$ cat src/source/br_pkg.sv
`default_nettype none

package br_pkg;

    // datapath and register file sizes
    localparam int xlen     = 32;
    localparam int num_phys = 64;
    localparam int tag_w    = $clog2(num_phys); // physical tag width, 6

    // reservation station sizing
    localparam int rs_depth = 16;
    localparam int idx_w    = $clog2(rs_depth); // queue index width, 4

    // broadcast ports: 0 alu, 1 mul, 2 load, 3 branch link write
    localparam int num_wb   = 4;

    // branch condition codes, funct3 field of the B-type encoding
    localparam logic [2:0] f3_beq  = 3'b000;
    localparam logic [2:0] f3_bne  = 3'b001;
    localparam logic [2:0] f3_blt  = 3'b100;
    localparam logic [2:0] f3_bge  = 3'b101;
    localparam logic [2:0] f3_bltu = 3'b110;
    localparam logic [2:0] f3_bgeu = 3'b111;

    // 010 and 011 are not branches
    // the unit treats them as never taken

endpackage

`default_nettype wire

$ cat src/source/wakeup_if.sv
`default_nettype none

// result broadcast bus, one strobe per port per cycle
interface wakeup_if import br_pkg::*; ();

    logic [num_wb-1:0]            wb_valid;
    logic [num_wb-1:0][tag_w-1:0] wb_tag;   // destination physical tag
    logic [num_wb-1:0][xlen-1:0]  wb_data;

    modport bus (
        output wb_valid,
        output wb_tag,
        output wb_data
    );

    modport listen (
        input wb_valid,
        input wb_tag,
        input wb_data
    );

endinterface

`default_nettype wire

$ cat src/source/br_issue_if.sv
`default_nettype none

// one issued branch or jump, valid is a single cycle strobe
interface br_issue_if import br_pkg::*; ();

    logic             valid;
    logic [xlen-1:0]  inst_num;
    logic [xlen-1:0]  pc;
    logic [xlen-1:0]  imm;
    logic [2:0]       funct3;
    logic             is_branch;
    logic             is_jump;
    logic             is_jalr;     // also has is_jump set
    logic [tag_w-1:0] rd_tag;
    logic [tag_w-1:0] src1_tag;
    logic [tag_w-1:0] src2_tag;
    logic             pred_taken;
    logic [xlen-1:0]  pred_target;

    modport issue (
        output valid, inst_num, pc, imm, funct3, is_branch, is_jump, is_jalr,
        output rd_tag, src1_tag, src2_tag, pred_taken, pred_target
    );

    modport exec (
        input valid, inst_num, pc, imm, funct3, is_branch, is_jump, is_jalr,
        input rd_tag, src1_tag, src2_tag, pred_taken, pred_target
    );

endinterface

`default_nettype wire

$ cat src/source/br_rs.sv
`default_nettype none

module br_rs import br_pkg::*; (
    input  logic             clk,
    input  logic             reset,
    input  logic             dispatch_valid,
    input  logic [xlen-1:0]  dispatch_inst_num,
    input  logic [xlen-1:0]  dispatch_pc,
    input  logic [xlen-1:0]  dispatch_imm,
    input  logic [2:0]       dispatch_funct3,
    input  logic             dispatch_is_branch,
    input  logic             dispatch_is_jump,
    input  logic             dispatch_is_jalr,
    input  logic [tag_w-1:0] dispatch_rd_tag,
    input  logic [tag_w-1:0] dispatch_src1_tag,
    input  logic [tag_w-1:0] dispatch_src2_tag,
    input  logic [1:0]       dispatch_src_ready, // bit 0 src1, bit 1 src2
    input  logic             dispatch_pred_taken,
    input  logic [xlen-1:0]  dispatch_pred_target,
    input  logic             flush,
    wakeup_if.listen         wb,
    br_issue_if.issue        issue,
    output logic             rs_full
);

    // entry payload written at dispatch only
    logic [xlen-1:0]  inst_num_q    [rs_depth];
    logic [xlen-1:0]  pc_q          [rs_depth];
    logic [xlen-1:0]  imm_q         [rs_depth];
    logic [2:0]       funct3_q      [rs_depth];
    logic             is_branch_q   [rs_depth];
    logic             is_jump_q     [rs_depth];
    logic             is_jalr_q     [rs_depth];
    logic [tag_w-1:0] rd_q          [rs_depth];
    logic [tag_w-1:0] src1_q        [rs_depth];
    logic [tag_w-1:0] src2_q        [rs_depth];
    logic             pred_taken_q  [rs_depth];
    logic [xlen-1:0]  pred_target_q [rs_depth];

    logic [rs_depth-1:0] ready1;
    logic [rs_depth-1:0] ready2;
    logic [rs_depth-1:0] wake1;
    logic [rs_depth-1:0] wake2;
    logic [idx_w-1:0]    head;
    logic [idx_w-1:0]    tail;
    logic [idx_w:0]      count; // 0 to rs_depth
    logic                disp_hit1;
    logic                disp_hit2;
    logic                accept;
    logic                issue_go;

    assign rs_full  = (count == (idx_w + 1)'(rs_depth));
    assign accept   = dispatch_valid && !rs_full && !flush;
    // only the head leaves once both ready bits are registered
    assign issue_go = (count != '0) && ready1[head] && ready2[head] && !flush;

    // tag match against every live broadcast port
    always_comb begin
        wake1     = '0;
        wake2     = '0;
        disp_hit1 = 1'b0;
        disp_hit2 = 1'b0;
        for (int p = 0; p < num_wb; p++) begin
            if (wb.wb_valid[p]) begin
                if (wb.wb_tag[p] == dispatch_src1_tag) disp_hit1 = 1'b1; // same cycle bypass
                if (wb.wb_tag[p] == dispatch_src2_tag) disp_hit2 = 1'b1;
                for (int e = 0; e < rs_depth; e++) begin
                    if (wb.wb_tag[p] == src1_q[e]) wake1[e] = 1'b1;
                    if (wb.wb_tag[p] == src2_q[e]) wake2[e] = 1'b1;
                end
            end
        end
    end

    always_ff @(posedge clk) begin
        if (reset) begin
            head        <= '0;
            tail        <= '0;
            count       <= '0;
            ready1      <= '0;
            ready2      <= '0;
            issue.valid <= 1'b0;
        end else if (flush) begin
            // everything still queued is younger than the mispredicted branch
            head        <= '0;
            tail        <= '0;
            count       <= '0;
            ready1      <= '0;
            ready2      <= '0;
            issue.valid <= 1'b0;
        end else begin
            ready1 <= ready1 | wake1;
            ready2 <= ready2 | wake2;
            if (accept) begin
                ready1[tail] <= dispatch_src_ready[0] | disp_hit1;
                ready2[tail] <= dispatch_src_ready[1] | disp_hit2;
                tail         <= tail + 1'b1; // wraps since depth is a power of two
            end
            if (issue_go) head <= head + 1'b1;
            count       <= count + {{idx_w{1'b0}}, accept} - {{idx_w{1'b0}}, issue_go};
            issue.valid <= issue_go;
        end
    end

    always_ff @(posedge clk) begin
        if (accept) begin
            inst_num_q[tail]    <= dispatch_inst_num;
            pc_q[tail]          <= dispatch_pc;
            imm_q[tail]         <= dispatch_imm;
            funct3_q[tail]      <= dispatch_funct3;
            is_branch_q[tail]   <= dispatch_is_branch;
            is_jump_q[tail]     <= dispatch_is_jump;
            is_jalr_q[tail]     <= dispatch_is_jalr;
            rd_q[tail]          <= dispatch_rd_tag;
            src1_q[tail]        <= dispatch_src1_tag;
            src2_q[tail]        <= dispatch_src2_tag;
            pred_taken_q[tail]  <= dispatch_pred_taken;
            pred_target_q[tail] <= dispatch_pred_target;
        end
    end

    // issue payload only meaningful while issue.valid
    always_ff @(posedge clk) begin
        if (issue_go) begin
            issue.inst_num    <= inst_num_q[head];
            issue.pc          <= pc_q[head];
            issue.imm         <= imm_q[head];
            issue.funct3      <= funct3_q[head];
            issue.is_branch   <= is_branch_q[head];
            issue.is_jump     <= is_jump_q[head];
            issue.is_jalr     <= is_jalr_q[head];
            issue.rd_tag      <= rd_q[head];
            issue.src1_tag    <= src1_q[head];
            issue.src2_tag    <= src2_q[head];
            issue.pred_taken  <= pred_taken_q[head];
            issue.pred_target <= pred_target_q[head];
        end
    end

    a_no_dispatch_when_full: assert property (@(posedge clk) disable iff (reset)
        dispatch_valid && !flush |-> !rs_full)
        else $error("dispatch while reservation station full");

    // pointers must show a held entry one cycle before any issue strobe
    a_issue_from_occupied: assert property (@(posedge clk) disable iff (reset)
        issue.valid |-> $past((tail != head) || rs_full))
        else $error("issue from empty reservation station");

endmodule

`default_nettype wire

$ cat src/flat_wrapper.sv
// flat-port wrapper written by rule: the top's interface ports become plain ports
module br_rs_flat import br_pkg::*;
  (clk, reset, dispatch_valid, dispatch_inst_num, dispatch_pc, dispatch_imm, dispatch_funct3, dispatch_is_branch, dispatch_is_jump, dispatch_is_jalr, dispatch_rd_tag, dispatch_src1_tag, dispatch_src2_tag, dispatch_src_ready, dispatch_pred_taken, dispatch_pred_target, flush, rs_full, wb_wb_valid, wb_wb_tag, wb_wb_data, issue_valid, issue_inst_num, issue_pc, issue_imm, issue_funct3, issue_is_branch, issue_is_jump, issue_is_jalr, issue_rd_tag, issue_src1_tag, issue_src2_tag, issue_pred_taken, issue_pred_target);
  wakeup_if wb_i ();
  br_issue_if issue_i ();
  input  logic clk;
  input  logic reset;
  input  logic dispatch_valid;
  input  logic [xlen-1:0] dispatch_inst_num;
  input  logic [xlen-1:0] dispatch_pc;
  input  logic [xlen-1:0] dispatch_imm;
  input  logic [2:0] dispatch_funct3;
  input  logic dispatch_is_branch;
  input  logic dispatch_is_jump;
  input  logic dispatch_is_jalr;
  input  logic [tag_w-1:0] dispatch_rd_tag;
  input  logic [tag_w-1:0] dispatch_src1_tag;
  input  logic [tag_w-1:0] dispatch_src2_tag;
  input  logic [1:0] dispatch_src_ready;
  input  logic dispatch_pred_taken;
  input  logic [xlen-1:0] dispatch_pred_target;
  input  logic flush;
  output logic rs_full;
  input wire logic [$bits(wb_i.wb_valid)-1:0] wb_wb_valid;
  input wire logic [$bits(wb_i.wb_tag)-1:0] wb_wb_tag;
  input wire logic [$bits(wb_i.wb_data)-1:0] wb_wb_data;
  output wire logic [$bits(issue_i.valid)-1:0] issue_valid;
  output wire logic [$bits(issue_i.inst_num)-1:0] issue_inst_num;
  output wire logic [$bits(issue_i.pc)-1:0] issue_pc;
  output wire logic [$bits(issue_i.imm)-1:0] issue_imm;
  output wire logic [$bits(issue_i.funct3)-1:0] issue_funct3;
  output wire logic [$bits(issue_i.is_branch)-1:0] issue_is_branch;
  output wire logic [$bits(issue_i.is_jump)-1:0] issue_is_jump;
  output wire logic [$bits(issue_i.is_jalr)-1:0] issue_is_jalr;
  output wire logic [$bits(issue_i.rd_tag)-1:0] issue_rd_tag;
  output wire logic [$bits(issue_i.src1_tag)-1:0] issue_src1_tag;
  output wire logic [$bits(issue_i.src2_tag)-1:0] issue_src2_tag;
  output wire logic [$bits(issue_i.pred_taken)-1:0] issue_pred_taken;
  output wire logic [$bits(issue_i.pred_target)-1:0] issue_pred_target;
  assign wb_i.wb_valid = wb_wb_valid;
  assign wb_i.wb_tag = wb_wb_tag;
  assign wb_i.wb_data = wb_wb_data;
  assign issue_valid = issue_i.valid;
  assign issue_inst_num = issue_i.inst_num;
  assign issue_pc = issue_i.pc;
  assign issue_imm = issue_i.imm;
  assign issue_funct3 = issue_i.funct3;
  assign issue_is_branch = issue_i.is_branch;
  assign issue_is_jump = issue_i.is_jump;
  assign issue_is_jalr = issue_i.is_jalr;
  assign issue_rd_tag = issue_i.rd_tag;
  assign issue_src1_tag = issue_i.src1_tag;
  assign issue_src2_tag = issue_i.src2_tag;
  assign issue_pred_taken = issue_i.pred_taken;
  assign issue_pred_target = issue_i.pred_target;
  br_rs u_core (.clk(clk), .reset(reset), .dispatch_valid(dispatch_valid), .dispatch_inst_num(dispatch_inst_num), .dispatch_pc(dispatch_pc), .dispatch_imm(dispatch_imm), .dispatch_funct3(dispatch_funct3), .dispatch_is_branch(dispatch_is_branch), .dispatch_is_jump(dispatch_is_jump), .dispatch_is_jalr(dispatch_is_jalr), .dispatch_rd_tag(dispatch_rd_tag), .dispatch_src1_tag(dispatch_src1_tag), .dispatch_src2_tag(dispatch_src2_tag), .dispatch_src_ready(dispatch_src_ready), .dispatch_pred_taken(dispatch_pred_taken), .dispatch_pred_target(dispatch_pred_target), .flush(flush), .wb(wb_i), .issue(issue_i), .rs_full(rs_full));
endmodule
$ cat config.mk
export PLATFORM = sky130hd
export DESIGN_NAME = br_rs_flat
export DESIGN_NICKNAME = d
export VERILOG_FILES = /design/src/source/br_pkg.sv /design/src/source/wakeup_if.sv /design/src/source/br_issue_if.sv /design/src/source/br_rs.sv /design/src/flat_wrapper.sv
export SDC_FILE = /design/constraint.sdc
export NUM_CORES = 2
export LEC_CHECK = 0
export BUFFER_PORTS_ARGS = -buffer_cell sky130_fd_sc_hd__clkbuf_2
export CORE_UTILIZATION = 55
export CTS_CLUSTER_DIAMETER = 100
export DETAILED_ROUTE_END_ITERATION = 8
export GPL_TIMING_DRIVEN = 0
export PLACE_DENSITY_LB_ADDON = 0.12
export SYNTH_ARGS = -nofsm -noshare
export SYNTH_HDL_FRONTEND = slang
export SYNTH_SLANG_ARGS = --single-unit
export TNS_END_PERCENT = 30
$ cat constraint.sdc
create_clock -name clk -period 12.9 [get_ports clk]
set_input_delay 3.87 -clock clk [delete_from_list [all_inputs] [get_ports clk]]
set_output_delay 3.87 -clock clk [all_outputs]
set_load 0.03 [all_outputs]
==> Word level (Yosys, flattened, before mapping) <==
Memory sizes are Yosys's and may differ from the RTL's. A register that Yosys moved wholly into a read port is not among the register bits.
Index checks and enable logic that the tools add are counted.
{ "op_classes": {"add_sub_neg": 4, "n_lt_le_gt_ge": 3, "n_eq_ne": 137, "n_mux": 164, "bitwise": 4, "n_reduce_logical": 10} }
{ "op_table": {"columns": ["cell", "count"], "rows": [
  ["$eq 6x6->1", 136],
  ["$mux 16", 10],
  ["$mux 1", 149],
  ["$bwmux 16", 2],
  ["$or 16x16->16", 2],
  ["$lt 4x5->1 const B", 2],
  ["$add 4x1->4 const B", 2],
  ["$bmux 1 s4", 2],
  ["$logic_and 1x1->1", 6],
  ["$add 5x1->5", 1],
  ["$eq 5x5->1 const B", 1],
  ["$reduce_bool 5->1", 1],
  ["$sub 5x1->5", 1],
  ["$demux 1 s4", 1],
  ["$ge 4x1->1 const B", 1],
  ["$logic_not 1->1", 2],
  ["$or 1x1->1", 2],
  ["$reduce_or 2->1", 1]
]} }
{ "totals": {"ff_bits": 46, "mem_bits_rw": 2448, "in_bits": 315, "out_inout_bits": 155, "wordCells": 340, "n_memories": 12} }
{ "memory_table": {"columns": ["name", "depth", "width", "read_ports", "rd_clocked_by_memory_dff", "wr", "line", "source"], "rows": [
  ["u_core.imm_q", 16, 32, 1, 1, 1, "br_rs.sv:29", "logic [xlen-1:0] imm_q [rs_depth];"],
  ["u_core.inst_num_q", 16, 32, 1, 1, 1, "br_rs.sv:27", "logic [xlen-1:0] inst_num_q [rs_depth];"],
  ["u_core.pc_q", 16, 32, 1, 1, 1, "br_rs.sv:28", "logic [xlen-1:0] pc_q [rs_depth];"],
  ["u_core.pred_target_q", 16, 32, 1, 1, 1, "br_rs.sv:38", "logic [xlen-1:0] pred_target_q [rs_depth];"],
  ["u_core.rd_q", 16, 6, 1, 1, 1, "br_rs.sv:34", "logic [tag_w-1:0] rd_q [rs_depth];"],
  ["u_core.src1_q", 16, 6, 17, 1, 1, "br_rs.sv:35", "logic [tag_w-1:0] src1_q [rs_depth];"],
  ["6 more memories", null, null, null, null, null, null, null]
]} }

==> Depth between registers and ports, before layout <==
{ "depth": {"depth_word": 12, "ltp_mapped": 17, "depth_no_buf": 17} }

==> Worst setup path before layout <==
Ideal clock, no wire load.
{ "synth_path": {"path_kind": "input to register", "startpoint": "input flush", "endpoint": "register u_core.ready1[7]", "setup_ns": 0.119, "arrival_ns": 11.388, "required_time_ns": 12.781, "setup_slack_ns": 1.393, "path_stages": 5, "path_buffers": 0, "path_cell_list": "nor3b_4 nand2_1 nor2_1 nor4_1 a211oi_1"} }
{ "synth_between": {"elab_chain_len": 3, "elab_cells_between_ends": 4, "cone_classes": "mux (1); reduce/logical (3)"} }
{ "synth_rtl": {"columns": ["element", "line", "source"], "rows": [
  ["from (decl)", "flat_wrapper.sv:22", "input logic flush;"],
  ["$logic_not 1->1", "br_rs.sv:53", "assign accept = dispatch_valid && !rs_full && !flush;"],
  ["$logic_and 1x1->1", "br_rs.sv:53", null],
  ["$mux 16", "br_rs.sv:94", "if (accept) begin"],
  ["to (signal assigned)", "br_rs.sv:92", "ready1 <= ready1 | wake1;"],
  ["to (signal, indexed assignment)", "br_rs.sv:95", "ready1[tail] <= dispatch_src_ready[0] | disp_hit1;"],
  ["to (decl)", "br_rs.sv:40", "logic [rs_depth-1:0] ready1;"]
]} }
Several ways; a longest one is shown, not always the timed one.
A chain may end at the register's enable or synchronous reset.

==> Worst setup path in the final report <==
{ "layout_path": {"startpoint": "input flush", "endpoint": "register u_core.count[4]"} }
{ "layout_between": {"elab_cells_between_ends": 6, "cone_classes": "add/sub (2); reduce/logical (4)"} }
{ "layout_rtl": {"columns": ["element", "line", "source"], "rows": [
  ["$logic_not 1->1", "br_rs.sv:55", "assign issue_go = (count != '0) && ready1[head] && ready2[head] && !flush;"],
  ["$logic_and 1x1->1", "br_rs.sv:55", null],
  ["via u_core.issue_go", "br_rs.sv:50", "logic issue_go;"],
  ["$sub 5x1->5", "br_rs.sv:100", "count <= count + {{idx_w{1'b0}}, accept} - {{idx_w{1'b0}}, issue_go};"],
  ["to (signal assigned)", "br_rs.sv:100", null],
  ["to (decl)", "br_rs.sv:46", "logic [idx_w:0] count;"]
]} }
The timed path passes the listed nets, and every way through them passes these cells.

==> reports/summary.txt <==
outcome: finished with violations
failing checks: capacitance limit
synth cell count leaders: edfxtp_1, mux4_2, xnor2_1
TritonCTS Sinks: 2,647
FF-to-FF path depth: 20
DP HPWL: 203,400 um
vias in the first global route: 56,500
Fin Clk Skew: 0.05860 ns
initial antenna violation count: 45
Max-cap violations: 1
Final Setup Violations: 0
Initial Utilization: 55.60%
fmax: 0.1480 GHz
WP data arrival: 7.51 ns
setup bufs post-CTS: 0
Synth Register Bits: 2,647
clock slew seen by the registers of the worst setup and hold paths: 0.06 ns
First-pass DRT Iterations: 7
crit share post-route: 52.39%
I/O Buffers: 313
setup TNS: 0 ns
sequential area share after synthesis: 72.58%
Final WS setup: 6.142 ns
Worst R2R End: u_core.count[4]
hold slack: 0.6196 ns
Top FF cell, synth: edfxtp_1
gr usage total: 32.10%
pwr dens: 140.4 mW/mm2
CP Class: in -> reg
Post-DRT Antenna Nets: 0
syn_nets: 5,543
Yosys top cell area share: 71.74%
Worst Hold Depth: 3
Post-CTS Hold Buffers: 0
RePlAce Congestion: 0.9713
average wire per standard cell: 35.88 um
first-pass GRT wire length: 440,100 um
Least-Margin Pin Slew: 1.469 ns
nets@finish: 6,328
row count: 162
RR Startpoint: u_core.head[0]
Synth Area per Inst: 20.87 um2
r2r setup slk: 7.92 ns
Mapped Cells: 5,216
Remaining DRCs: 0
Synth cell types: 49
pin count of the biggest net entering global routing: 25
die height: 446.9 um
crit path capture type: flop
Clock Latency Late Sink: 0.94 ns
Area growth, synth to finish: 16.10%
CTS tree: done
Required @ worst endpoint: 13.65 ns
Worst Setup EP: u_core.count[4]
LEAKAGE: 39.44 nW
Final min period: 6.758 ns
final hold violations: 0
grt ovf: 0
die area: 0.1997 mm2
area leader, netlist: edfxtp_1
Ys Warns: 0
vias per cell: 6.471
Critical Path Source: flush
most frequent cell after synthesis: edfxtp_1
Final Power: 0.01775 W
share of cells above drive strength 1: 30.43%
Post-Place Setup Slack: 5.306 ns
Die Wd: 446.9 um
max-slew violations: 0
placed cells: 8,335
fraction of registers with async set or reset after synthesis: 0%
maximum clock path buffer count: 4
worst hold path type: reg -> reg
EDFF count, synth: 2,601
htree depth: 5
Finished Layout Cells: 8,841
Slew HR: 1.249%
worst vdd ir: 0.1333 mV
post-cts resize count: 0
DR iter-0 viols: 7,752
Via Count: 57,210
worst-path maximum fanout: 10
Routed Wire Length: 317,200 um
CTS Buf Count: 288
Synth Cell Area: 0.1089 mm2
core area: 0.1958 mm2
Root Buffer: clkbuf_16
top post-synthesis cells by area: edfxtp_1, mux4_2, xnor2_1
RSZ-0062 raised after global routing: no
I/O pin count: 470
CP Launch Type: input pin
[metal layers]
| metal | up-vias | global-route usage (%) | share of wire (%) |
|---|---|---|---|
| li1 | 22850 | - | - |
| met4 | 32 | 12.95 | 4.1 |
| met3 | 706 | 5.842 | 8.9 |
| met5 | - | 0 | 0.060 |
| met1 | 30270 | 44.34 | 38 |
| met2 | 3351 | 51.14 | 49 |
[power by group]
| group | internal, W | total, W | switching, W |
|---|---|---|---|
| logic | 0.000175 | 0.000552 | 0.000377 |
| clock network | 0.00447 | 0.00771 | 0.00325 |
| registers | 0.00948 | 0.00949 | 0.00000953 |
[critical path, stage by stage]
cell,delay (ns)
clkbuf_2,0.19
a311oi_2,0.26
nand2_1,0.13
nor4_4,0.89
buf_8,0.26
buf_8,0.17
buf_8,0.16
buf_8,0.17
ha_1,0.24
inv_1,0.06
ha_1,0.16
inv_1,0.06
fa_1,0.37
inv_1,0.09
a21oi_1,0.07
nor2_1,0.09
nor2_1,0.06
xnor2_1,0.14
nor2_1,0.05
[through the flow]
| stage | util (%) | cell area [um2] |
|---|---|---|
| 6_report | 64.56 | 126400 |
| 5_1_grt | 64.55 | 126400 |
| 4_1_cts | 64.54 | 126400 |
| 3_5_place_dp | 60.11 | 117700 |
| 3_3_place_gp | 58.08 | 113700 |
| 2_1_floorplan | - | 108900 |
[registers in the layout, summed over array words and instances (netlist names), 32 cells and up]
register and count:
u_core.funct3_q 48, u_core.imm_q 512, u_core.inst_num_q 512, u_core.issue.imm 32, u_core.issue.inst_num 32, u_core.issue.pc 32
u_core.issue.pred_target 32, u_core.pc_q 512, u_core.pred_target_q 512, u_core.rd_q 96, u_core.src1_q 96, u_core.src2_q 96
[cells by family (layout without fill, tap and decap cells)]
group | count (synthesis) | after routing | synth area share (%)
flip-flops | 2647 | 2647 | 72.58
XOR/XNOR | 823 | 823 | 6.621
multiplexers | 766 | 766 | 15.83
buffers and inverters | 503 | 1488 | 2.113
AND/OR/NAND/NOR | 412 | 412 | 2.358
AO/OA/AOI/OAI | 53 | 53 | 0.3459
adder cells (fa/ha/maj) | 12 | 12 | 0.1448
other | 0 | 16 | 0
[final cells by class]
class | count | area (um2)
Antenna cell | 16 | 40.04
Buffer | 493 | 2268
Clock buffer | 357 | 7645
Clock inverter | 133 | 1016
Fill cell | 13100 | 69400
Inverter | 10 | 37.54
Multi-Input combinational cell | 2066 | 27660
Sequential cell | 2647 | 79030
Tap cell | 2624 | 3283
Timing Repair Buffer | 495 | 5428
[how the worst min path moves through the flow]
stage / from / end / slack (ns)
6_report: u_core.count[3] / u_core.count[4] / 0.62
3_3_place_gp: u_core.tail[1] / u_core.tail[1] / 0.57
4_1_cts: u_core.count[3] / u_core.count[4] / 0.62
2_1_floorplan: u_core.tail[1] / u_core.tail[1] / 0.54
5_1_grt: u_core.tail[1] / u_core.tail[1] / 0.65
3_5_place_dp: u_core.tail[0] / u_core.tail[3] / 0.59
[placed cells by master (no fill, tap or decap), types with 18 or more instances in the layout]
master | synthesis | layout
edfxtp_1 | 2601 | 2601
mux4_2 | 765 | 765
xnor2_1 | 415 | 415
xor2_1 | 408 | 408
clkbuf_2 | 36 | 352
clkbuf_16 | 0 | 295
clkbuf_1 | 121 | 177
buf_2 | 165 | 166
nor4_1 | 164 | 164
nand4_1 | 138 | 138
buf_1 | 136 | 135
buf_12 | 0 | 83
clkinv_1 | 0 | 67
buf_16 | 0 | 60
dfxtp_1 | 46 | 46
or3_1 | 33 | 33
clkinv_2 | 0 | 33
a211oi_1 | 32 | 32
buf_8 | 0 | 29
buf_4 | 27 | 27
buf_6 | 8 | 18
Note: power is estimated with default switching activity, not from simulation.
