$ cat src/source/br_pkg.sv
`default_nettype none

package br_pkg;

    // datapath and register file sizes
    localparam int xlen     = 32;
    localparam int num_phys = 64;
    localparam int tag_w    = $clog2(num_phys); // physical tag width, 6

    // reservation station sizing
    localparam int rs_depth = 16;
    localparam int idx_w    = $clog2(rs_depth); // queue index width, 4

    // broadcast ports: 0 alu, 1 mul, 2 load, 3 branch link write
    localparam int num_wb   = 4;

    // branch condition codes, funct3 field of the B-type encoding
    localparam logic [2:0] f3_beq  = 3'b000;
    localparam logic [2:0] f3_bne  = 3'b001;
    localparam logic [2:0] f3_blt  = 3'b100;
    localparam logic [2:0] f3_bge  = 3'b101;
    localparam logic [2:0] f3_bltu = 3'b110;
    localparam logic [2:0] f3_bgeu = 3'b111;

    // 010 and 011 are not branches
    // the unit treats them as never taken

endpackage

`default_nettype wire

$ cat src/source/br_issue_if.sv
`default_nettype none

// one issued branch or jump, valid is a single cycle strobe
interface br_issue_if import br_pkg::*; ();

    logic             valid;
    logic [xlen-1:0]  inst_num;
    logic [xlen-1:0]  pc;
    logic [xlen-1:0]  imm;
    logic [2:0]       funct3;
    logic             is_branch;
    logic             is_jump;
    logic             is_jalr;     // also has is_jump set
    logic [tag_w-1:0] rd_tag;
    logic [tag_w-1:0] src1_tag;
    logic [tag_w-1:0] src2_tag;
    logic             pred_taken;
    logic [xlen-1:0]  pred_target;

    modport issue (
        output valid, inst_num, pc, imm, funct3, is_branch, is_jump, is_jalr,
        output rd_tag, src1_tag, src2_tag, pred_taken, pred_target
    );

    modport exec (
        input valid, inst_num, pc, imm, funct3, is_branch, is_jump, is_jalr,
        input rd_tag, src1_tag, src2_tag, pred_taken, pred_target
    );

endinterface

`default_nettype wire

$ cat src/source/br_unit.sv
`default_nettype none

module br_unit import br_pkg::*; (
    input  logic             clk,
    input  logic             reset,
    br_issue_if.exec         issue,
    input  logic [xlen-1:0]  src1_data,
    input  logic [xlen-1:0]  src2_data,
    output logic             resolve_valid,
    output logic             resolve_taken,
    output logic             mispredict,
    output logic [xlen-1:0]  resolve_inst_num,
    output logic [xlen-1:0]  resolve_target,
    output logic [xlen-1:0]  redirect_pc,
    output logic             br_wb_valid,
    output logic [tag_w-1:0] br_wb_tag,
    output logic [xlen-1:0]  br_wb_data
);

    logic            cond;
    logic            taken;
    logic            mis;
    logic            accept;
    logic [xlen-1:0] target;
    logic [xlen-1:0] link;
    logic [xlen-1:0] next_pc;

    always_comb begin
        case (issue.funct3)
            f3_beq:  cond = (src1_data == src2_data);
            f3_bne:  cond = (src1_data != src2_data);
            f3_blt:  cond = ($signed(src1_data) < $signed(src2_data));
            f3_bge:  cond = ($signed(src1_data) >= $signed(src2_data));
            f3_bltu: cond = (src1_data < src2_data);
            f3_bgeu: cond = (src1_data >= src2_data);
            default: cond = 1'b0;
        endcase
    end

    assign taken   = issue.is_jump || (issue.is_branch && cond);
    // jalr clears bit 0 of the sum
    assign target  = issue.is_jalr ? ((src1_data + issue.imm) & ~xlen'(1))
                                   : (issue.pc + issue.imm);
    assign link    = issue.pc + xlen'(4);
    assign next_pc = taken ? target : link;
    assign mis     = (taken != issue.pred_taken) ||
                     (taken && target != issue.pred_target);

    // an issue landing on our own mispredict cycle is on the wrong path
    assign accept  = issue.valid && !mispredict;

    always_ff @(posedge clk) begin
        if (reset) begin
            resolve_valid <= 1'b0;
            mispredict    <= 1'b0;
            br_wb_valid   <= 1'b0;
        end else begin
            resolve_valid <= accept;
            mispredict    <= accept && mis;
            br_wb_valid   <= accept && issue.is_jump; // link write for jal and jalr
        end
    end

    always_ff @(posedge clk) begin
        if (accept) begin
            resolve_taken    <= taken;
            resolve_inst_num <= issue.inst_num;
            resolve_target   <= target;
            redirect_pc      <= next_pc;
            br_wb_tag        <= issue.rd_tag;
            br_wb_data       <= link;
        end
    end

    // mispredict rides on a resolve and the station stops issuing right after
    a_mispredict_flush: assert property (@(posedge clk) disable iff (reset)
        mispredict |-> resolve_valid ##1 !issue.valid)
        else $error("mispredict without resolve or issue not flushed");

endmodule

`default_nettype wire

$ cat src/flat_wrapper.sv
// flat-port wrapper written by rule: the top's interface ports become plain ports
module br_unit_flat import br_pkg::*;
  (clk, reset, src1_data, src2_data, resolve_valid, resolve_taken, mispredict, resolve_inst_num, resolve_target, redirect_pc, br_wb_valid, br_wb_tag, br_wb_data, issue_valid, issue_inst_num, issue_pc, issue_imm, issue_funct3, issue_is_branch, issue_is_jump, issue_is_jalr, issue_rd_tag, issue_src1_tag, issue_src2_tag, issue_pred_taken, issue_pred_target);
  br_issue_if issue_i ();
  input  logic clk;
  input  logic reset;
  input  logic [xlen-1:0] src1_data;
  input  logic [xlen-1:0] src2_data;
  output logic resolve_valid;
  output logic resolve_taken;
  output logic mispredict;
  output logic [xlen-1:0] resolve_inst_num;
  output logic [xlen-1:0] resolve_target;
  output logic [xlen-1:0] redirect_pc;
  output logic br_wb_valid;
  output logic [tag_w-1:0] br_wb_tag;
  output logic [xlen-1:0] br_wb_data;
  input wire logic [$bits(issue_i.valid)-1:0] issue_valid;
  input wire logic [$bits(issue_i.inst_num)-1:0] issue_inst_num;
  input wire logic [$bits(issue_i.pc)-1:0] issue_pc;
  input wire logic [$bits(issue_i.imm)-1:0] issue_imm;
  input wire logic [$bits(issue_i.funct3)-1:0] issue_funct3;
  input wire logic [$bits(issue_i.is_branch)-1:0] issue_is_branch;
  input wire logic [$bits(issue_i.is_jump)-1:0] issue_is_jump;
  input wire logic [$bits(issue_i.is_jalr)-1:0] issue_is_jalr;
  input wire logic [$bits(issue_i.rd_tag)-1:0] issue_rd_tag;
  input wire logic [$bits(issue_i.src1_tag)-1:0] issue_src1_tag;
  input wire logic [$bits(issue_i.src2_tag)-1:0] issue_src2_tag;
  input wire logic [$bits(issue_i.pred_taken)-1:0] issue_pred_taken;
  input wire logic [$bits(issue_i.pred_target)-1:0] issue_pred_target;
  assign issue_i.valid = issue_valid;
  assign issue_i.inst_num = issue_inst_num;
  assign issue_i.pc = issue_pc;
  assign issue_i.imm = issue_imm;
  assign issue_i.funct3 = issue_funct3;
  assign issue_i.is_branch = issue_is_branch;
  assign issue_i.is_jump = issue_is_jump;
  assign issue_i.is_jalr = issue_is_jalr;
  assign issue_i.rd_tag = issue_rd_tag;
  assign issue_i.src1_tag = issue_src1_tag;
  assign issue_i.src2_tag = issue_src2_tag;
  assign issue_i.pred_taken = issue_pred_taken;
  assign issue_i.pred_target = issue_pred_target;
  br_unit u_core (.clk(clk), .reset(reset), .issue(issue_i), .src1_data(src1_data), .src2_data(src2_data), .resolve_valid(resolve_valid), .resolve_taken(resolve_taken), .mispredict(mispredict), .resolve_inst_num(resolve_inst_num), .resolve_target(resolve_target), .redirect_pc(redirect_pc), .br_wb_valid(br_wb_valid), .br_wb_tag(br_wb_tag), .br_wb_data(br_wb_data));
endmodule
$ cat config.mk
export PLATFORM = sky130hd
export DESIGN_NAME = br_unit_flat
export DESIGN_NICKNAME = d
export VERILOG_FILES = /design/src/source/br_pkg.sv /design/src/source/br_issue_if.sv /design/src/source/br_unit.sv /design/src/flat_wrapper.sv
export SDC_FILE = /design/constraint.sdc
export NUM_CORES = 1
export LEC_CHECK = 0
export BUFFER_PORTS_ARGS = -buffer_cell sky130_fd_sc_hd__buf_4
export CORE_AREA = 2 2 137 206
export CTS_CLUSTER_DIAMETER = 50
export DETAILED_ROUTE_END_ITERATION = 6
export DIE_AREA = 0 0 139 208
export PLACE_DENSITY = 0.65
export SLEW_MARGIN = 20
export SYNTH_ARGS = -nofsm -noshare
export SYNTH_HDL_FRONTEND = slang
export SYNTH_SLANG_ARGS = --single-unit
$ cat constraint.sdc
create_clock -name clk -period 22.5 [get_ports clk]
set_clock_uncertainty 0.2 [all_clocks]
set_input_delay 4.5 -clock clk [delete_from_list [all_inputs] [get_ports clk]]
set_output_delay 4.5 -clock clk [all_outputs]
set_load 0.02 [all_outputs]
==> Word-level counts from Yosys, hierarchy flattened <==
Cells that the tools add are included.
{ "totals": {"wordCells": 37, "latchBits": 0, "out_inout_bits": 138, "mem_bits_ro": 0, "inputBits": 220, "memories": 0, "ramBits": 0, "reg_bits": 138} }
{ "op_classes": {"order_cmp": 4, "n_mux": 3, "n_mul": 0, "n_bitwise": 0, "n_shift": 0, "n_eq_ne": 9, "div": 0, "n_addsub": 3, "reduce_logical": 9} }
{ "op_table": {"columns": ["op", "count"], "rows": [
  ["adder 32 bit", 2],
  ["greater-or-equal comparator 32 bit", 2],
  ["< comparator 32 bit", 2],
  ["2-to-1 mux 32 bit", 2],
  ["!= test 32 bit", 2],
  ["adder 32 x 3 -> 32 bit (second input constant)", 1],
  ["equality test 32 bit", 1],
  ["equality test 3 bit (second input constant)", 4],
  ["case mux 1 bit (6 select lines)", 1],
  ["logical AND 1 bit", 5],
  ["equality test 3 x 1 -> 1 bit (second input constant)", 1],
  ["logical NOT 3 bit", 1],
  ["logical OR 1 bit", 2],
  ["logical NOT 1 bit", 1],
  ["!= test 1 bit", 1]
]} }

==> Depth between registers and ports, before layout <==
Gate-level depths: netlist (run 1).
{ "logic_depth": {"depth_word": 7, "ltp_mapped": 14} }

==> Worst setup path after synthesis (run 1) <==
OpenSTA, ideal clock, no wires.
{ "synth_timing": {"kind": "input port to flip-flop", "from": "input issue_valid", "to": "register u_core.mispredict", "slack_ps": 11143, "path_stages": 4, "arrival_ps": 11083, "path_cell_list": "nor2b_1 > nor2b_1 > o21ai_0 > a31oi_1"} }
{ "synth_via": {"elab_chain_cells": 2} }
{ "synth_lines": {"columns": ["item", "line", "source"], "rows": [
  ["from (decl)", "flat_wrapper.sv:18", "input wire logic [$bits(issue_i.valid)-1:0] issue_valid;"],
  ["logical AND 1 bit", "br_unit.sv:50", "assign accept = issue.valid && !mispredict;"],
  ["logical AND 1 bit", "br_unit.sv:59", "mispredict <= accept && mis;"],
  ["to (signal assigned)", "br_unit.sv:59", null],
  ["to (decl)", "br_unit.sv:11", "output logic mispredict,"]
]} }
Every way passes these cells.
A chain may end at the register's enable or synchronous reset.

==> Worst setup path after layout (run 1) <==
{ "layout_timing": {"from": "input src1_data[23]", "to": "register u_core.mispredict"} }
{ "layout_via": {"elab_chain_cells": 7} }
{ "layout_lines": {"columns": ["item", "line", "source"], "rows": [
  ["from (decl)", "flat_wrapper.sv:7", "input logic [xlen-1:0] src1_data;"],
  ["branches (longest 5 deep; another with adder 32 bit)", null, null],
  ["logical OR 1 bit *", "br_unit.sv:46", "assign mis = (taken != issue.pred_taken) ||"],
  ["logical AND 1 bit *", "br_unit.sv:59", null]
]} }
Every way passes the cells marked *.

==> summary.md, run 1 <==
| Metric | Value |
|---|---|
| Worst setup EP type | `register` |
| Chip width | `139 µm` |
| Reg2reg path depth | `3` |
| Post-DRT Antenna Nets | `0` |
| Total global routing overflow | `0` |
| Iteration-0 DRC Markers | `563` |
| Max clock buf depth | `3` |
| FFs w/ async S/R, synth | `0` |
| Period minus WS final | `8.59 ns` |
| Routed length per placed instance | `20.0 µm` |
| Setup WS post-layout | `13.91 ns` |
| Tot GR Track Use | `0.241` |
| Sequential area share after synthesis | `0.383` |
| Max Slew Vio Count | `0` |
| Post-CTS sizing | `0` |
| Mapped Nets | `1,405` |
| Setup Buffers After CTS | `0` |
| Global-route wire length before repair | `54,500 µm` |
| # rows | `74` |
| Worst Max-Slew Pin Slew | `0.949 ns` |
| Worst EP arrival | `8.73 ns` |
| Share of cells above drive strength 1 | `0.308` |
| WP data required | `22.64 ns` |
| Clock Latency Late Sink | `0.47 ns` |
| Leakage power | `6.30 nW` |
| Hold_buf cts | `0` |
| Min-Delay Path Depth | `2` |
| Final setup viols | `0` |
| HP Class | `reg -> reg` |
| CORE AREA | `27,000 µm²` |
| Mean post-synth cell area | `9.85 µm²` |
| Top cells by area, synth | `edfxtp_1 (38%), ha_1 (11%), xnor2_1 (5.0%)` |
| Mapped Area | `10,700 µm²` |
| Most common cell in the netlist | `edfxtp_1` |
| Ports | `358` |
| DR vias | `9,809` |
| Peak VDD IR | `0.0781 mV` |
| Post-placement setup slack | `13.19 ns` |
| Gp weighted congestion | `0.922` |
| Clk network pwr share | `0.329` |
| Drt pass-1 iters | `5` |
| Via-to-Cell Ratio | `5.51` |
| DRC Markers | `0` |
| Setup slack, reg-to-reg | `19.81 ns` |
| Synth-to-Final Area Change | `33.7%` |
| Fin crit share | `0.382` |
| Sw Share | `0.307` |
| Sequential share of power | `0.337` |
| RSZ-0062 raised after global routing | `no` |
| Buffers on Ports | `345` |
| DIE AREA | `28,900 µm²` |
| Antenna violations before repair | `3` |
| Capture endpoint of the worst hold path | `u_core.resolve_valid` |
| Die Ht | `208 µm` |
| H-tree depth | `4` |
| Pin count of the biggest net entering global routing | `76` |
| Initial Util | `0.397` |
| FF-to-FF Start | `u_core.mispredict` |
| CP Class | `in -> reg` |
| Total Wirelength | `35,600 µm` |
| Final setup TNS | `0 ns` |
| Hold path start | `u_core.mispredict` |
| Vias in the first global route | `9,913` |
| Synth Flop Type | `edfxtp_1` |
| Final Hold Viols | `0` |
| CTS root buf | `clkbuf_16` |
| CTS Buf Count | `25` |
| Cells after Synth | `1,089` |
| Crit-path max FO | `30` |
| Post-synth EDFFs | `135` |
| Synth cell count leaders | `edfxtp_1 (135), ha_1 (94), a21oi_1 (92)` |
| Nets@finish | `1,746` |
| Run status | `finished, final reports clean` |
| CTS tree | `done` |
| Synth top area share | `0.378` |
| Synth area leader | `edfxtp_1` |
| Clock-pin slew on the worst setup and hold paths | `0.06 ns` |
| Post-route cell area | `14,300 µm²` |
| Synth unique cells | `87` |
| Max cap viols | `0` |
| Placed inst area | `13,600 µm²` |
| Fmax | `0.116 GHz` |
| PD cells | `66.5 nW/µm²` |
| HPWL after detailed placement | `29,500 µm` |
| Slew margin rel. | `0.367` |
| Combinational Power Share | `0.333` |
| Worst reg2reg path endpoint | `u_core.resolve_target[6]` |
| CP startpoint kind | `primary input` |
| Switch Pwr | `293 µW` |
| FF+latch count, synth | `138` |
| Yosys warning count | `0` |
| CTS Sinks | `138` |
| Total internal power | `660 µW` |
==> sequential cells by signal, indices dropped and copies added, names as in the netlist <==
| name | count |
|---|---|
| u_core.br_wb_data | 32 |
| u_core.br_wb_tag | 6 |
| u_core.br_wb_valid | 1 |
| u_core.mispredict | 1 |
| u_core.redirect_pc | 32 |
| u_core.resolve_inst_num | 32 |
| u_core.resolve_taken | 1 |
| u_core.resolve_target | 32 |
| u_core.resolve_valid | 1 |
==> worst max-delay path by stage <==
stage / startpoint / endpoint / slack, ns / cells past startpoint
3_5_place_dp: src1_data[31] / u_core.mispredict / 13.19 / 12
2_1_floorplan: issue_valid / u_core.mispredict / 11.14 / 4
6_report: src1_data[23] / u_core.mispredict / 13.91 / 14
3_3_place_gp: src1_data[31] / u_core.mispredict / 13.25 / 12
5_1_grt: src1_data[23] / u_core.mispredict / 13.62 / 14
4_1_cts: src1_data[31] / u_core.mispredict / 13.68 / 12
==> worst max-delay path: stages <==
cell	delay (ns)
buf_4	0.12
ha_1	0.32
a21oi_1	0.14
o21ai_0	0.12
a221oi_1	0.31
o211ai_1	0.21
a21oi_1	0.41
mux2_2	0.38
o22a_1	0.20
a21oi_2	0.14
buf_4	0.39
clkinv_1	0.69
o21ai_0	0.72
a31oi_1	0.07
==> power by group through the flow <==
| stage | Combinational [mW] | Sequential (mW) | Clock [mW] |
|---|---|---|---|
| floorplan | 0.162 | 0.358 | 0 |
| global placement | 0.312 | 0.326 | 0 |
| detailed placement | 0.315 | 0.327 | 0 |
| CTS | 0.317 | 0.322 | 0.320 |
| global route | 0.344 | 0.324 | 0.331 |
| finish | 0.318 | 0.321 | 0.314 |
==> layer usage <==
metal / share of wire / track usage / up-vias
met5: 0 / 0 / -
met4: 0.042 / 0.113 / 0
met3: 0.045 / 0.0306 / 78
met2: 0.52 / 0.437 / 327
met1: 0.40 / 0.281 / 4632
li1: - / - / 4772
==> cell families after synthesis <==
logic type      after synthesis  share of synthesized area
simple gates                333                      0.158
flops                       138                      0.383
mux                          44                     0.0448
xor+xnor                    100                     0.0863
fa+ha+maj                    96                      0.113
buf+inv                      99                     0.0355
compound gates              279                      0.179
==> cell usage in the layout, fill, tap and decap left out, types with 10 or more instances in the layout <==
master,netlist,layout
a21oi_1,92,91
and2_1,12,12
nor2_1,77,77
mux2i_1,12,12
a21o_1,32,32
nand4_1,32,32
edfxtp_1,135,135
inv_1,63,63
and3_1,15,15
nor3_1,14,14
xnor2_1,61,61
clkbuf_16,0,25
nand2_1,88,88
o21ai_0,44,44
nand3_1,34,34
mux2_2,32,32
xor2_1,35,35
o211ai_1,10,10
buf_4,0,349
ha_1,94,94
==> layout make-up <==
class                      instances  area [µm²]
timing repair buffer             349        2620
clock inverter                     3        37.5
fill                            2515       12700
sequential                       138        4110
antenna                            3        7.51
inverter                          64         240
clock buffer                      28         647
multi-input combinational        852        6250
tap                              342         428
==> through the flow <==
step           instances  hold slack, ns   util  power, mW
6_report            1779           0.508  0.530      0.953
5_1_grt             1779           0.513  0.530      0.999
4_1_cts             1776           0.508  0.530      0.958
3_5_place_dp        1745           0.495  0.505      0.642
3_3_place_gp        1745           0.498  0.505      0.638
2_1_floorplan       1089            2.20      -      0.520
Power figures use the tool's default switching activity.
==> run 2, diff against run 1 <==
Settings changed: PLACE_DENSITY 0.65 to 0.68.
Clock period 22.5 ns to 7 ns, I/O delays scaled along.
==> run 2 against run 1 <==
Against the previous run: sequential share of layout area is 0.22 points higher; critical path depth is the same; design area fell by 0.76%; setup slack worse by 12 ns; global-route usage fell by 0.48 points; combinational power increased to 3.2 times the previous value; sequential power rose to 3.2 times the previous value; non-clock buffer count rose by 1; register-to-register slack lost 15 ns; via count about the same; first-iteration DRC count decreased by 8.9%; die area is the same; highest routed layer unchanged.
==> summary.md, run 2 (synthesized netlist as in run 1, its figures left out) <==
| Metric | Value |
|---|---|
| Chip width | `139 µm` |
| HPWL after detailed placement | `29,200 µm` |
| Leading cell type in the layout, fill and taps excluded | `buf_4` |
| Post-DRT Antenna Nets | `0` |
| CP startpoint kind | `primary input` |
| Hold path start | `u_core.mispredict` |
| Reg2reg path depth | `5` |
| Nets@finish | `1,739` |
| RSZ-0062 raised after global routing | `no` |
| Total internal power | `1.97 mW` |
| Clock Latency Late Sink | `0.42 ns` |
| PD cells | `204 nW/µm²` |
| CTS root buf | `clkbuf_16` |
| Setup Buffers After CTS | `0` |
| Sw Share | `0.324` |
| FF-to-FF Start | `u_core.mispredict` |
| Global-route wire length before repair | `53,000 µm` |
| H-tree depth | `4` |
| Final setup TNS | `0 ns` |
| Max Slew Vio Count | `0` |
| Hold_buf cts | `0` |
| Min-Delay Path Depth | `2` |
| Leakage power | `6.24 nW` |
| Fmax | `0.193 GHz` |
| Slew margin rel. | `0.321` |
| Initial Util | `0.397` |
| Post-CTS sizing | `0` |
| Tot GR Track Use | `0.236` |
| DRC Markers | `0` |
| Max cap viols | `0` |
| Post-placement setup slack | `1.52 ns` |
| CP Class | `in -> reg` |
| Routed length per placed instance | `19.8 µm` |
| Crit-path max FO | `6` |
| CTS Buf Count | `17` |
| Post-route cell area | `14,200 µm²` |
| Ports | `358` |
| CORE AREA | `27,000 µm²` |
| DIE AREA | `28,900 µm²` |
| Drt pass-1 iters | `5` |
| Vias in the first global route | `9,652` |
| Setup slack, reg-to-reg | `4.91 ns` |
| Worst Max-Slew Pin Slew | `0.993 ns` |
| Clk network pwr share | `0.293` |
| Gp weighted congestion | `0.960` |
| DR vias | `9,806` |
| Antenna violations before repair | `2` |
| Placed inst area | `13,700 µm²` |
| Worst EP arrival | `5.26 ns` |
| Combinational Power Share | `0.352` |
| HP Class | `reg -> reg` |
| WP data required | `7.09 ns` |
| CTS tree | `done` |
| Peak VDD IR | `0.236 mV` |
| Worst reg2reg path endpoint | `u_core.mispredict` |
| CTS Sinks | `138` |
| Fin crit share | `0.739` |
| Final Hold Viols | `0` |
| Setup WS post-layout | `1.83 ns` |
| Total global routing overflow | `0` |
| Most frequent cells in the layout | `buf_4 (349), edfxtp_1 (135), ha_1 (94), a21oi_1 (91), nand2_1 (88)` |
| Run status | `finished, final reports clean` |
| Clock-pin slew on the worst setup and hold paths | `0.06 ns` |
| Synth-to-Final Area Change | `32.6%` |
| Total Wirelength | `35,300 µm` |
| # rows | `74` |
| Final setup viols | `0` |
| Via-to-Cell Ratio | `5.52` |
| Iteration-0 DRC Markers | `513` |
| Pin count of the biggest net entering global routing | `137` |
| Period minus WS final | `5.17 ns` |
| Die Ht | `208 µm` |
| Sequential share of power | `0.355` |
| Switch Pwr | `941 µW` |
| Worst setup EP type | `register` |
| Share of cells above drive strength 1 | `0.310` |
| Buffers on Ports | `345` |
| Max clock buf depth | `2` |
| Capture endpoint of the worst hold path | `u_core.resolve_inst_num[8]` |
[run 2: through the flow]
step | cells | hold slack [ns] | power (mW) | util
after floorplan | 1089 | 1.29 | 1.67 | -
after global placement | 1746 | 0.756 | 2.05 | 0.506
after detailed placement | 1746 | 0.764 | 2.06 | 0.506
after CTS | 1776 | 0.777 | 2.92 | 0.526
after global routing | 1778 | 0.808 | 3.04 | 0.526
final | 1778 | 0.711 | 2.91 | 0.526
[run 2: final cells by class]
type	count	area (µm²)
Timing Repair Buffer	350	2640
Sequential cell	138	4110
Fill cell	2515	12800
Clock inverter	11	125
Tap cell	342	428
Multi-Input combinational cell	852	6250
Inverter	64	240
Clock buffer	19	433
Antenna cell	2	5.00
[run 2: how the worst max path moves through the flow]
stage                              to  depth (start not counted)          from  slack (ns)
detailed placement  u_core.mispredict                         14  issue_imm[0]        1.52
floorplan           u_core.mispredict                          4   issue_valid        1.29
global placement    u_core.mispredict                         14  issue_imm[0]        1.53
CTS                 u_core.mispredict                         14  issue_imm[0]        1.94
finish              u_core.mispredict                         14  issue_imm[0]        1.83
global route        u_core.mispredict                         14  issue_imm[0]        1.69
[run 2: power groups by stage]
stage          Clock, mW  Combinational, mW  Sequential [mW]
6_report           0.851               1.02             1.03
5_1_grt            0.902               1.11             1.04
4_1_cts            0.865               1.02             1.03
3_5_place_dp           0               1.01             1.05
3_3_place_gp           0               1.00             1.05
2_1_floorplan          0              0.520             1.15
[run 2: routing by layer]
layer / track usage / share of wire / vias up
met3: 0.0348 / 0.053 / 64
met1: 0.274 / 0.39 / 4630
met2: 0.437 / 0.53 / 356
li1: - / - / 4756
met5: 0 / 0 / -
met4: 0.0916 / 0.031 / 0
[run 2: worst max-delay path, stage by stage]
cell       delay [ns]
buf_4            0.12
ha_1             0.22
fa_1             0.42
a21oi_2          0.27
o221ai_2         0.20
a2111oi_4        0.53
xnor2_1          0.15
nor2_1           0.12
a21oi_1          0.14
a222oi_1         0.74
nand4b_1         0.18
nand4b_1         0.27
nor4_1           0.38
a31oi_1          0.12
==> run 3, diff against run 2 <==
Clock period 7 ns to 4.6 ns, I/O delays scaled along.
==> run 3 against run 2 <==
Against the previous run: utilization rose by 2.1 points; design area rose by 3.9%; sequential power grew 52%; critical path depth did not move; routed wire length grew 1.5%; global-route usage is 0.67 points higher; flip-flop and latch count stayed put; die area unchanged; total power increased by 62%; critical endpoint unchanged; largest cell class unchanged; highest routed layer unchanged.
==> summary.md, run 3 (synthesized netlist as in run 1, its figures left out) <==
| Metric | Value |
|---|---|
| Total internal power | `3.24 mW` |
| Routed length per placed instance | `19.5 µm` |
| CTS Sinks | `138` |
| Final setup viols | `0` |
| Period minus WS final | `4.20 ns` |
| Crit-path max FO | `5` |
| Combinational Power Share | `0.349` |
| Ports | `358` |
| Hold path start | `issue_inst_num[24]` |
| Synth-to-Final Area Change | `37.8%` |
| HP Class | `in -> reg` |
| Sequential share of power | `0.335` |
| Post-placement setup slack | `-0.0114 ns` |
| Final core utilization | `0.547` |
| Initial Util | `0.397` |
| Leakage power | `6.57 nW` |
| PD cells | `317 nW/µm²` |
| Post-CTS sizing | `0` |
| Setup WS post-layout | `0.397 ns` |
| Total global routing overflow | `0` |
| RSZ-0062 raised after global routing | `no` |
| Fin Hold WS | `0.425 ns` |
| Max clock buf depth | `3` |
| Clock Latency Late Sink | `0.46 ns` |
| Sw Share | `0.309` |
| Pin count of the biggest net entering global routing | `99` |
| H-tree depth | `4` |
| DRC Markers | `0` |
| CP startpoint kind | `primary input` |
| CTS root buf | `clkbuf_16` |
| Worst EP arrival | `4.33 ns` |
| Die Ht | `208 µm` |
| Peak VDD IR | `0.330 mV` |
| Drt pass-1 iters | `5` |
| Gp weighted congestion | `0.931` |
| Total Wirelength | `35,800 µm` |
| HPWL after detailed placement | `29,900 µm` |
| Max Slew Vio Count | `0` |
| Buffers on Ports | `345` |
| Run status | `finished, final reports clean` |
| Share of cells above drive strength 1 | `0.336` |
| Antenna violations before repair | `2` |
| Chip width | `139 µm` |
| Slew margin rel. | `0.489` |
| Worst setup EP type | `register` |
| Via-to-Cell Ratio | `5.44` |
| Critical Path Source | `issue_imm[0]` |
| Fin crit share | `0.914` |
| DIE AREA | `28,900 µm²` |
| Worst Max-Slew Pin Slew | `0.747 ns` |
| WP data required | `4.72 ns` |
| Vias in the first global route | `9,923` |
| DR vias | `9,985` |
| Final Hold Viols | `0` |
| Global-route wire length before repair | `55,000 µm` |
| CP Class | `in -> reg` |
| Leading cell type in the layout, fill and taps excluded | `buf_4` |
| Switch Pwr | `1.45 mW` |
| # rows | `74` |
| Clk network pwr share | `0.316` |
| CORE AREA | `27,000 µm²` |
| Clock-pin slew on the worst setup and hold paths | `0.06 ns` |
| Nets@finish | `1,806` |
| Fill count | `2,476` |
| Iteration-0 DRC Markers | `551` |
| Fmax | `0.238 GHz` |
| Placed inst area | `14,100 µm²` |
| Most frequent cells in the layout | `buf_4 (407), edfxtp_1 (135), ha_1 (94), a21oi_1 (91), nand2_1 (88)` |
| CTS tree | `done` |
| FF-to-FF Start | `u_core.mispredict` |
| Post-DRT Antenna Nets | `0` |
| Max cap viols | `0` |
| Hold_buf cts | `0` |
| CTS Buf Count | `25` |
| Tot GR Track Use | `0.243` |
| Post-route cell area | `14,800 µm²` |
| Setup Buffers After CTS | `0` |
run 3: worst paths after layout:
check	endpoint	slack, ns	cells past startpoint
worst max register to register	u_core.redirect_pc[7]	2.55	2
worst max-delay path	u_core.mispredict	0.40	14
worst min-delay path	u_core.resolve_inst_num[24]	0.43	1
worst min register to register	u_core.resolve_target[29]	0.54	1
run 3: through the flow:
step | power (mW) | instances | TNS, ns
floorplan | 2.53 | 1089 | 0
global placement | 3.20 | 1805 | 0
detailed placement | 3.23 | 1805 | -0.0114
CTS | 4.73 | 1835 | 0
global route | 4.93 | 1837 | 0
finish | 4.69 | 1837 | 0
run 3: area by class of cell:
cell class                 instances  area (µm²)  share of cell area
multi-input combinational        852        6250               0.422
clock buffer                      27         643              0.0435
tap                              342         428              0.0289
inverter                          64         240              0.0162
sequential                       138        4110               0.278
timing repair buffer             409        3100               0.209
clock inverter                     3        15.0             0.00102
antenna                            2        5.00            0.000338
run 3: critical path, stage by stage:
cell,delay (ns)
buf_4,0.12
and2_1,0.16
fa_1,0.38
a21o_1,0.18
and4_1,0.25
o211ai_2,0.29
a31oi_1,0.20
a21o_1,0.24
a21oi_1,0.22
mux2_2,0.40
a21o_1,0.18
a221o_1,0.35
nor4_1,0.30
a31oi_1,0.12
run 3: power groups by stage:
| stage | Sequential (mW) | Clock (mW) | Combinational (mW) |
|---|---|---|---|
| 6_report | 1.57 | 1.48 | 1.64 |
| 2_1_floorplan | 1.74 | 0 | 0.791 |
| 4_1_cts | 1.57 | 1.51 | 1.64 |
| 3_3_place_gp | 1.59 | 0 | 1.61 |
| 5_1_grt | 1.58 | 1.57 | 1.78 |
| 3_5_place_dp | 1.60 | 0 | 1.63 |
run 3: routing by layer:
| metal | global-route usage | routed length, µm | vias to the layer above |
|---|---|---|---|
| li1 | - | - | 4888 |
| met1 | 0.291 | 14300 | 4697 |
| met2 | 0.442 | 18600 | 327 |
| met3 | 0.0267 | 1600 | 73 |
| met4 | 0.0996 | 1340 | 0 |
| met5 | 0 | 0 | - |
